**config.mk**
```make
export PLATFORM = sky130hd
export DESIGN_NAME = bikeTelemetry
export DESIGN_NICKNAME = d
export VERILOG_FILES = /design/src/source/bikePkg.sv /design/src/source/bikeTelemetry.sv /design/src/source/byteFifo.sv /design/src/source/telemetryFramer.sv /design/src/source/uartTransmitter.sv
export SDC_FILE = /design/constraint.sdc
export NUM_CORES = 1
export LEC_CHECK = 0
export ABC_AREA = 1
export BUFFER_PORTS_ARGS = -buffer_cell sky130_fd_sc_hd__buf_2
export CAP_MARGIN = 40
export CORE_ASPECT_RATIO = 0.75
export CORE_MARGIN = 2
export CORE_UTILIZATION = 66
export CTS_CLUSTER_SIZE = 28
export DETAILED_ROUTE_END_ITERATION = 8
export GPL_ROUTABILITY_DRIVEN = 0
export PLACE_DENSITY = 0.95
export SYNTH_ARGS = -nofsm -noshare
export SYNTH_HDL_FRONTEND = slang
export SYNTH_SLANG_ARGS = --single-unit
export TNS_END_PERCENT = 50
```
**constraint.sdc**
```tcl
create_clock -name CLOCK_50 -period 5.1 [get_ports CLOCK_50]
set_clock_uncertainty 0.05 [all_clocks]
set_input_delay 0.255 -clock CLOCK_50 [delete_from_list [all_inputs] [get_ports CLOCK_50]]
set_output_delay 0.255 -clock CLOCK_50 [all_outputs]
set_load 0.02 [all_outputs]
```
**src/source/bikePkg.sv**
```systemverilog
// Shared types for the bike telemetry path
// Sensor widths, the sample snapshot and the frame layout

package bikePkg;

	// One byte on the FIFO and the serial line
	typedef logic [7:0] byte_t;

	// Resolved tilt angle from the fusion block
	typedef logic [9:0] angle_t;

	// Wheel speed reading
	typedef logic [7:0] speed_t;

	// Heart rate and heart-rate cap, beats per minute
	typedef logic [7:0] heart_t;

	// Readings captured together at each frame start, 34 bits
	typedef struct packed {
		angle_t angle;		// Upper field
		speed_t speed;
		heart_t heartRate;
		heart_t heartCap;	// Lowest byte
	} telemetrySample_t;

	// Sync byte leading every frame
	localparam byte_t FrameStart = 8'hA5;

	// Start, angle high, angle low, speed, heart rate, cap, checksum
	localparam int FrameBytes = 7;

endpackage

```
**src/source/bikeTelemetry.sv**
```systemverilog
// Telemetry path top level
// Framer feeds the byte FIFO, the UART drains it onto the phone link

`timescale 1ns/1ps

module bikeTelemetry #(
	parameter int FramePeriod = 500000,	// Clocks between frames
	parameter int FifoDepth = 16,		// Bytes of buffering
	parameter int ClksPerBit = 434		// UART bit time
) (
	input	logic						CLOCK_50,
	input	logic						rst,
	input	bikePkg::telemetrySample_t	sample,		// Live readings
	output	logic						tx,			// To the phone module
	output	logic						txBusy
);

	import bikePkg::*;

	// Framer to FIFO
	logic	push;
	byte_t	pushData;
	logic	full;

	// FIFO to UART
	logic	pop;
	byte_t	popData;
	logic	empty;

	telemetryFramer #(
		.FramePeriod(FramePeriod)
	) i_telemetryFramer (
		.CLOCK_50(CLOCK_50),
		.rst(rst),
		.sample(sample),
		.full(full),
		.push(push),
		.pushData(pushData)
	);

	byteFifo #(
		.FifoDepth(FifoDepth)
	) i_byteFifo (
		.CLOCK_50(CLOCK_50),
		.rst(rst),
		.push(push),
		.pushData(pushData),
		.pop(pop),
		.popData(popData),
		.full(full),
		.empty(empty)
	);

	uartTransmitter #(
		.ClksPerBit(ClksPerBit)
	) i_uartTransmitter (
		.CLOCK_50(CLOCK_50),
		.rst(rst),
		.popData(popData),
		.empty(empty),
		.pop(pop),
		.tx(tx),
		.txBusy(txBusy)
	);

endmodule

```
**src/source/byteFifo.sv**
```systemverilog
// Circular byte FIFO between the framer and the UART
// Push and pop strobes, full and empty levels, head byte always on popData

`timescale 1ns/1ps

module byteFifo #(
	parameter int FifoDepth = 16	// Power of two, at least 2
) (
	input	logic				CLOCK_50,
	input	logic				rst,
	input	logic				push,
	input	bikePkg::byte_t		pushData,
	input	logic				pop,
	output	bikePkg::byte_t		popData,	// Valid while empty is low
	output	logic				full,
	output	logic				empty
);

	import bikePkg::*;

	localparam int AddrW = $clog2(FifoDepth);

	byte_t				mem [FifoDepth];
	logic [AddrW:0]		wrPtr;		// Extra bit tells full from empty
	logic [AddrW:0]		rdPtr;
	logic				doWrite;
	logic				doRead;

	// Guard against overflow and underflow
	assign doWrite = push && !full;
	assign doRead = pop && !empty;

	assign empty = (wrPtr == rdPtr);
	assign full = (wrPtr[AddrW] != rdPtr[AddrW]) &&
		(wrPtr[AddrW-1:0] == rdPtr[AddrW-1:0]);	// Wrapped once more than read

	// Head of queue
	assign popData = mem[rdPtr[AddrW-1:0]];

	// Storage
	always_ff @(posedge CLOCK_50) begin
		if (doWrite) begin
			mem[wrPtr[AddrW-1:0]] <= pushData;
		end
	end

	// Pointers
	// Push and pop in one cycle move both
	always_ff @(posedge CLOCK_50) begin
		if (rst) begin
			wrPtr <= '0;
			rdPtr <= '0;
		end else begin
			if (doWrite) begin
				wrPtr <= wrPtr + 1'b1;
			end
			if (doRead) begin
				rdPtr <= rdPtr + 1'b1;
			end
		end
	end

endmodule

```
**src/source/telemetryFramer.sv**
```systemverilog
// Telemetry frame builder
// Snapshots the readings on a fixed period and pushes a checksummed byte frame

`timescale 1ns/1ps

module telemetryFramer #(
	parameter int FramePeriod = 500000	// Clocks between frame starts, at least FrameBytes + 1
) (
	input	logic						CLOCK_50,
	input	logic						rst,		// Sync, active high
	input	bikePkg::telemetrySample_t	sample,		// Live readings
	input	logic						full,		// FIFO back-pressure
	output	logic						push,		// One strobe per byte
	output	bikePkg::byte_t				pushData
);

	import bikePkg::*;

	localparam int CntW = $clog2(FramePeriod);
	localparam int IdxW = $clog2(FrameBytes);

	typedef enum logic {
		idle,
		sending
	} framerState_t;

	framerState_t		state;
	logic [CntW-1:0]	periodCnt;
	logic [IdxW-1:0]	byteIdx;		// Position inside the frame
	telemetrySample_t	snap;			// Readings held for the whole frame
	byte_t				checksum;		// XOR of payload bytes so far
	logic				periodDone;
	logic				capture;
	logic				lastByte;

	// Period expiry, only acted on between frames
	assign periodDone = (periodCnt == CntW'(FramePeriod - 1));
	assign capture = periodDone && (state == idle);
	assign lastByte = (byteIdx == IdxW'(FrameBytes - 1));

	// Byte goes out whenever there is room
	assign push = (state == sending) && !full;

	// Period counter
	// Holds at the terminal count while a frame is still going out
	always_ff @(posedge CLOCK_50) begin
		if (rst) begin
			periodCnt <= '0;
		end else if (capture) begin
			periodCnt <= '0;	// Wrap on capture
		end else if (!periodDone) begin
			periodCnt <= periodCnt + 1'b1;
		end
	end

	// Frame state machine
	always_ff @(posedge CLOCK_50) begin
		if (rst) begin
			state <= idle;
			byteIdx <= '0;
		end else begin
			case (state)
				idle: begin
					if (capture) begin
						state <= sending;
						byteIdx <= '0;
					end
				end
				sending: begin
					if (push) begin
						if (lastByte) begin
							state <= idle;		// Checksum just went out
							byteIdx <= '0;
						end else begin
							byteIdx <= byteIdx + 1'b1;
						end
					end
				end
				default: state <= idle;
			endcase
		end
	end

	// Snapshot of the readings, taken on the capture cycle
	always_ff @(posedge CLOCK_50) begin
		if (capture) begin
			snap <= sample;
		end
	end

	// Running checksum over bytes 2 to 6
	always_ff @(posedge CLOCK_50) begin
		if (capture) begin
			checksum <= '0;
		end else if (push && byteIdx != '0 && !lastByte) begin
			checksum <= checksum ^ pushData;
		end
	end

	// Frame byte select
	always_comb begin
		case (byteIdx)
			IdxW'(0): pushData = FrameStart;
			IdxW'(1): pushData = byte_t'(snap.angle[9:8]);	// Zero-extended
			IdxW'(2): pushData = snap.angle[7:0];
			IdxW'(3): pushData = snap.speed;
			IdxW'(4): pushData = snap.heartRate;
			IdxW'(5): pushData = snap.heartCap;
			default: pushData = checksum;		// Last byte
		endcase
	end

endmodule

```
**src/source/uartTransmitter.sv**
```systemverilog
// UART transmitter for the phone link
// Pops one byte when idle and sends it as 8N1, LSB first

`timescale 1ns/1ps

module uartTransmitter #(
	parameter int ClksPerBit = 434	// 115200 baud from 50 MHz
) (
	input	logic				CLOCK_50,
	input	logic				rst,
	input	bikePkg::byte_t		popData,	// FIFO head
	input	logic				empty,
	output	logic				pop,		// One-cycle strobe
	output	logic				tx,			// Serial line, idles high
	output	logic				txBusy
);

	import bikePkg::*;

	localparam int ClkW = $clog2(ClksPerBit);

	typedef enum logic [1:0] {
		idle,
		start,
		data,
		stop
	} uartState_t;

	uartState_t			state;
	logic [ClkW-1:0]	clkCnt;		// Position inside the bit time
	logic [2:0]			bitIdx;		// Data bit being sent
	byte_t				shiftReg;
	logic				bitEnd;

	assign bitEnd = (clkCnt == ClkW'(ClksPerBit - 1));

	// Take a byte only between characters
	assign pop = (state == idle) && !empty;
	assign txBusy = (state != idle) || pop;	// Covers the pop cycle too

	always_ff @(posedge CLOCK_50) begin
		if (rst) begin
			state <= idle;
			tx <= 1'b1;
			clkCnt <= '0;
			bitIdx <= '0;
		end else begin
			clkCnt <= bitEnd ? '0 : clkCnt + 1'b1;
			case (state)
				idle: begin
					clkCnt <= '0;
					if (pop) begin
						state <= start;
						tx <= 1'b0;		// Start bit from next cycle
					end
				end
				start: begin
					if (bitEnd) begin
						state <= data;
						bitIdx <= '0;
						tx <= shiftReg[0];
					end
				end
				data: begin
					if (bitEnd) begin
						if (bitIdx == 3'd7) begin
							state <= stop;
							tx <= 1'b1;		// Stop bit
						end else begin
							bitIdx <= bitIdx + 1'b1;
							tx <= shiftReg[0];
						end
					end
				end
				stop: begin
					if (bitEnd) begin
						state <= idle;	// Line stays high
					end
				end
				default: state <= idle;
			endcase
		end
	end

	// Shift register, loaded at pop and moved once per data bit
	always_ff @(posedge CLOCK_50) begin
		if (pop) begin
			shiftReg <= popData;
		end else if (bitEnd && (state == start || state == data)) begin
			shiftReg <= shiftReg >> 1;
		end
	end

endmodule

```
# Word level (Yosys, flattened, before mapping)
# Memory sizes are Yosys's and may differ from the RTL's. A register that Yosys moved wholly into a read port is not among the register bits.
# Cells that the tools add are included.
# classes
mux	30
n_bitwise	2
n_reduce_logical	27
add_sub_neg	6
n_eq_ne	23
# ops
cell	count
case mux 8 bit (6 select lines)	1
adder 19 x 1 -> 19 bit, second input constant	1
equality test 19 bit, second input constant	1
2-to-1 mux 3 bit	6
2-to-1 mux 8 bit	2
equality test 3 bit, second input constant	4
!= test 2 x 1 -> 1 bit, second input constant	6
case mux 3 bit (2 select lines)	2
adder 5 x 1 -> 5 bit, second input constant	2
2-to-1 mux 2 bit	5
adder 9 x 1 -> 9 bit, second input constant	1
equality test 9 bit, second input constant	1
logical AND 1 bit	9
2-to-1 mux 1 bit	9
2-to-1 mux 4 bit	2
case mux 2 bit (4 select lines)	1
AND reduction 4 bit	2
XOR 8 bit	1
adder 3 x 1 -> 3 bit, second input constant	2
equality test 3 x 2 -> 1 bit, second input constant	2
nonzero test 2 bit	3
nonzero test 3 bit	2
equality test 5 bit	1
AND reduction 5 bit	1
16 further kinds	21
# word_totals
elab_cells	104
mem_bits_rw	128
memories	1
ff_bits	98
output_inout_bits	2
in_bits	36
# memory_table
name	words	word_bits	rd	rd_clocked_by_memory_dff	write_ports	line	rtl
i_byteFifo.mem	16	8	1	1	1	byteFifo.sv:23	byte_t mem [FifoDepth];

# Logic depth before layout (Yosys ltp)
# logic_depth
ltp_word	7
mapped_depth	15
ltp_nobuf	13

# Hierarchy
# A second synthesis with hierarchy kept.
# hier_totals
cells_unflattened	1055
area_unflattened_um2	10431.3
# modules_own_cells
module	cells_per_inst	instances	seq_area_each_um2	area_each_um2
byteFifo	537	1	4124.0	5997.0
telemetryFramer	359	1	1641.6	3194.3
uartTransmitter	159	1	540.5	1239.9

# Worst setup path after synthesis
# OpenSTA, ideal clock, no wires.
# synth_path
kind	reg2reg
from	register i_telemetryFramer.periodCnt[1]
to	register i_telemetryFramer.snap[0] (netlist bit) (enable)
setup_time_ns	0.389
path_stages_with_launch	7
path_buffers	1
arrival_time_ns	1.949
synth_period_minus_slack_ns	2.387
setup_slack_ns	2.713
cell_sequence	dfxtp_1 > ha_1 > nand3_2 > nor3_2 > nand3b_4 > buf_6 > inv_1
# synth_between
elab_chain_cells	2
# synth_rtl
item	line	rtl
from (decl)	telemetryFramer.sv:28	logic [CntW-1:0] periodCnt;
from (signal assigned)	telemetryFramer.sv:52	periodCnt <= periodCnt + 1'b1;
equality test 19 bit	telemetryFramer.sv:37	assign periodDone = (periodCnt == CntW'(FramePeriod - 1));
logical AND 1 bit	telemetryFramer.sv:38	assign capture = periodDone && (state == idle);
via i_telemetryFramer.capture	telemetryFramer.sv:33	logic capture;
to (signal assigned)	telemetryFramer.sv:87	snap <= sample;
to (decl)	telemetryFramer.sv:30	telemetrySample_t snap;
# The timed path passes the listed nets, and every way through them passes these cells.
# A chain may end at the register's enable or synchronous reset.

# Worst setup path in the final report
# layout_path
from	register i_telemetryFramer.byteIdx[1]
to	register i_telemetryFramer.checksum[1]
# layout_between
elab_chain_cells	3
elab_cells_between_ends	13
cone_classes	6 x eq/ne; 1 x mux; 1 x bitwise; 5 x reduce/logical
# layout_rtl
item	line	rtl
from (decl)	telemetryFramer.sv:29	logic [IdxW-1:0] byteIdx;
from (signal assigned)	telemetryFramer.sv:75	byteIdx <= byteIdx + 1'b1;
equality test 3 bit (tied with other cells)	telemetryFramer.sv:102	case (byteIdx)
case mux 8 bit (6 select lines) *	telemetryFramer.sv:102	
via i_byteFifo.pushData[1]	byteFifo.sv:12	input bikePkg::byte_t pushData,
XOR 8 bit *	telemetryFramer.sv:96	checksum <= checksum ^ pushData;
to (signal assigned)	telemetryFramer.sv:96	
to (decl)	telemetryFramer.sv:31	byte_t checksum;
# The timed path passes the listed nets; every way through them passes the cells marked *.

==> impl_metrics.env <==
export IMPL_yosysSeqAreaShare=0.635
export IMPL_synth_commonest_cells="nand2_1 (179), edfxtp_1 (170), nor2_1 (164)"
export IMPL_cpMostUsedCell="nand2_1"
export IMPL_status="complete, no violations"
export IMPL_slew_violations=0
export IMPL_synth_most_common_cell="nand2_1"
export IMPL_path_cells="nand2_1 > inv_1 > ha_1 > nor2_1 > nand2_1 > inv_1 > nand2_1 > nand3_1 > nand2_1 > nand2_1 > nand2_1 > nor2_1"
export IMPL_grt_pass1_vias=7722
export IMPL_antenna_found_initial=0
export IMPL_syn_area_um2=9930
export IMPL_critPathKind="reg -> reg"
export IMPL_grt_ovfl_total=0
export IMPL_worst_pin_slew_ns=0.962
export IMPL_synth_async_reset_ratio=0
export IMPL_synth_top_area_share=0.514
export IMPL_synth_top_cell_by_area="edfxtp_1"
export IMPL_path_max_fanout=17
export IMPL_cts_buffer_depth=3
export IMPL_grt_start_max_net_pins=66
export IMPL_fin_area_um2=11300
export IMPL_cts_made_buffers=21
export IMPL_setup_tns_ns=0
export IMPL_setup_worst_path_start_class="register"
export IMPL_place_area_um2=10300
export IMPL_dieArea_um2=16100
export IMPL_period_needed_ns=2.98
export IMPL_endpoint_kind="register"
export IMPL_crit_required_ns=5.45
export IMPL_num_vias=7904
export IMPL_total_power_mw=4.15
export IMPL_cap_violations=0
export IMPL_diodes=0
export IMPL_synth_fp_nets=1024
export IMPL_ir_drop_v=0.000257
export IMPL_grt_pass1_wl_um=40200
export IMPL_synthCells=973
export IMPL_fillers=783
export IMPL_cts_resized=0
export IMPL_hold_viol=0
export IMPL_drt_total_wl_um=26000
export IMPL_fin_nets=1097
export IMPL_drt_iter0_drc=1062
export IMPL_setup_slack_ns=2.12
export IMPL_setup_viol_count_final=0
export IMPL_p_per_area_nw_per_um2=367
export IMPL_slowest_stage="nand3_1"
export IMPL_clock_latency_ns=0.51
export IMPL_path_clk_slew_ns=0.07
export IMPL_start_util=0.681
export IMPL_synth_edf_count=170
export IMPL_avgSynthCellArea_um2=10.2
export IMPL_synth_ff_type="edfxtp_1"
export IMPL_first_pass_iters=6
export IMPL_rsz0062_at_grt="no"
export IMPL_slowest_delay_ns=0.55
export IMPL_period_share=0.585
export IMPL_min_path_type="in -> reg"
export IMPL_viasPerCell=6.27
export IMPL_post_route_util=0.775
export IMPL_rows=38
export IMPL_avgRoutedWirePerCell_um=20.6
export IMPL_drive_gt1_frac=0.115
export IMPL_h_tree_depth=1
export IMPL_die_x_um=146
export IMPL_netlist_cell_type_count=43
export IMPL_cts_root_buffer="clkbuf_16"
export IMPL_synth_area_leaders="edfxtp_1 (51%), dfxtp_1 (12%), nand2_1 (6.8%)"
export IMPL_fp_dieH_um=110
export IMPL_ant_nets=0
export IMPL_worst_ep_arrival_time_ns=3.33
export IMPL_drc=0
export IMPL_cts_tree="yes"
export IMPL_ys_warnings_count=0
export IMPL_p_leak_nw=4.13
export IMPL_hold_slack_ns=0.0758
export IMPL_io_buffer_count=37
export IMPL_dp_cells=1185
export IMPL_grt_total_usage=0.325
export IMPL_ios=38
export IMPL_maxSlewHeadroom=0.356
export IMPL_dp_hpwl_um=14700
export IMPL_fmax_mhz=335
export IMPL_pre_cts_slack_ns=2.44
export IMPL_core_area_um2=14600
export IMPL_area_delta_synth_final_pct=13.8
export IMPL_clkSinkCount=230
export IMPL_stdcell_count=1261
export IMPL_synth_seq_cells=230
## power by group
part / internal (mW) / switching, mW
registers: 2.06 / 0.0529
logic: 0.187 / 0.361
clock network: 0.808 / 0.677
total: 3.06 / 1.09
## worst paths after layout
check | end | slack, ns | start | cells after the start
max | i_telemetryFramer.checksum[1] | 2.12 | i_telemetryFramer.byteIdx[1] | 12
min | i_telemetryFramer.state | 0.08 | rst | 2
max reg2reg | i_telemetryFramer.checksum[1] | 2.12 | i_telemetryFramer.byteIdx[1] | 12
min reg2reg | i_uartTransmitter.clkCnt[0] | 0.44 | i_uartTransmitter.clkCnt[0] | 1
## critical path, delay by kind of cell, from the launching register on
family	cells	cell delay, ns
buffers and inverters	2	0.24
adders and majority gates	1	0.38
DFF	1	0.54
and+or+nand+nor	9	1.65
## registers in the layout, indices dropped and copies added (netlist names), named ones only
register and flops:
i_byteFifo.mem 128, i_telemetryFramer.snap 34, i_telemetryFramer.periodCnt 19, i_uartTransmitter.clkCnt 9, i_telemetryFramer.checksum 8, i_uartTransmitter.shiftReg 8, i_byteFifo.rdPtr 5, i_byteFifo.wrPtr 5
i_telemetryFramer.byteIdx 3, i_uartTransmitter.bitIdx 3, i_uartTransmitter.state 2, i_telemetryFramer.state 1, i_uartTransmitter.tx 1
## cell type report
class / count / area (um2) / share of cell area
Clock inverter: 13 / 85.1 / 0.00752
Clock buffer: 25 / 541 / 0.0478
Tap cell: 200 / 250 / 0.0221
Timing Repair Buffer: 86 / 694 / 0.0614
Inverter: 62 / 233 / 0.0206
Sequential cell: 230 / 6310 / 0.558
Multi-Input combinational cell: 645 / 3200 / 0.283
## kinds of logic (layout without fill, tap and decap cells)
kind of cell | count (synthesis) | count (layout) | synth area share
buffers and inverters | 98 | 186 | 0.0433
AND/OR/NAND/NOR | 464 | 464 | 0.204
adder cells (fa/ha/maj) | 15 | 15 | 0.0189
XOR/XNOR | 10 | 10 | 0.00882
flip-flops | 230 | 230 | 0.635
AO/OA/AOI/OAI | 156 | 156 | 0.0902
## timing repair
action | CTS | global route
setup endpoints to repair | 0 | 0
hold endpoints to repair | 34 | 0
hold buffers | 34 | 0
buffers inserted | 0 | 0
## per-layer routing
metal  share of wire  global-route usage  up-vias
met5               0                   0        -
met4           0.061               0.173        0
met3           0.098              0.0621      139
met2            0.48               0.571      596
met1            0.36               0.391     3681
li1                -                   -     3488
## layout by cell type, fill, tap and decap left out, types with 10 or more instances in the layout
| cell type | count |
|---|---|
| buf_4 | 11 |
| a21oi_1 | 29 |
| dfxtp_1 | 58 |
| nor3_1 | 13 |
| o211ai_1 | 32 |
| inv_1 | 53 |
| nand2_1 | 179 |
| nand3_1 | 55 |
| dlygate4sd3_1 | 34 |
| ha_1 | 15 |
| clkbuf_16 | 21 |
| nand4_1 | 15 |
| o21ai_0 | 81 |
| buf_2 | 37 |
| edfxtp_1 | 170 |
| nor2_1 | 164 |
| nor2_2 | 10 |
Power figures use the tool's default switching activity.
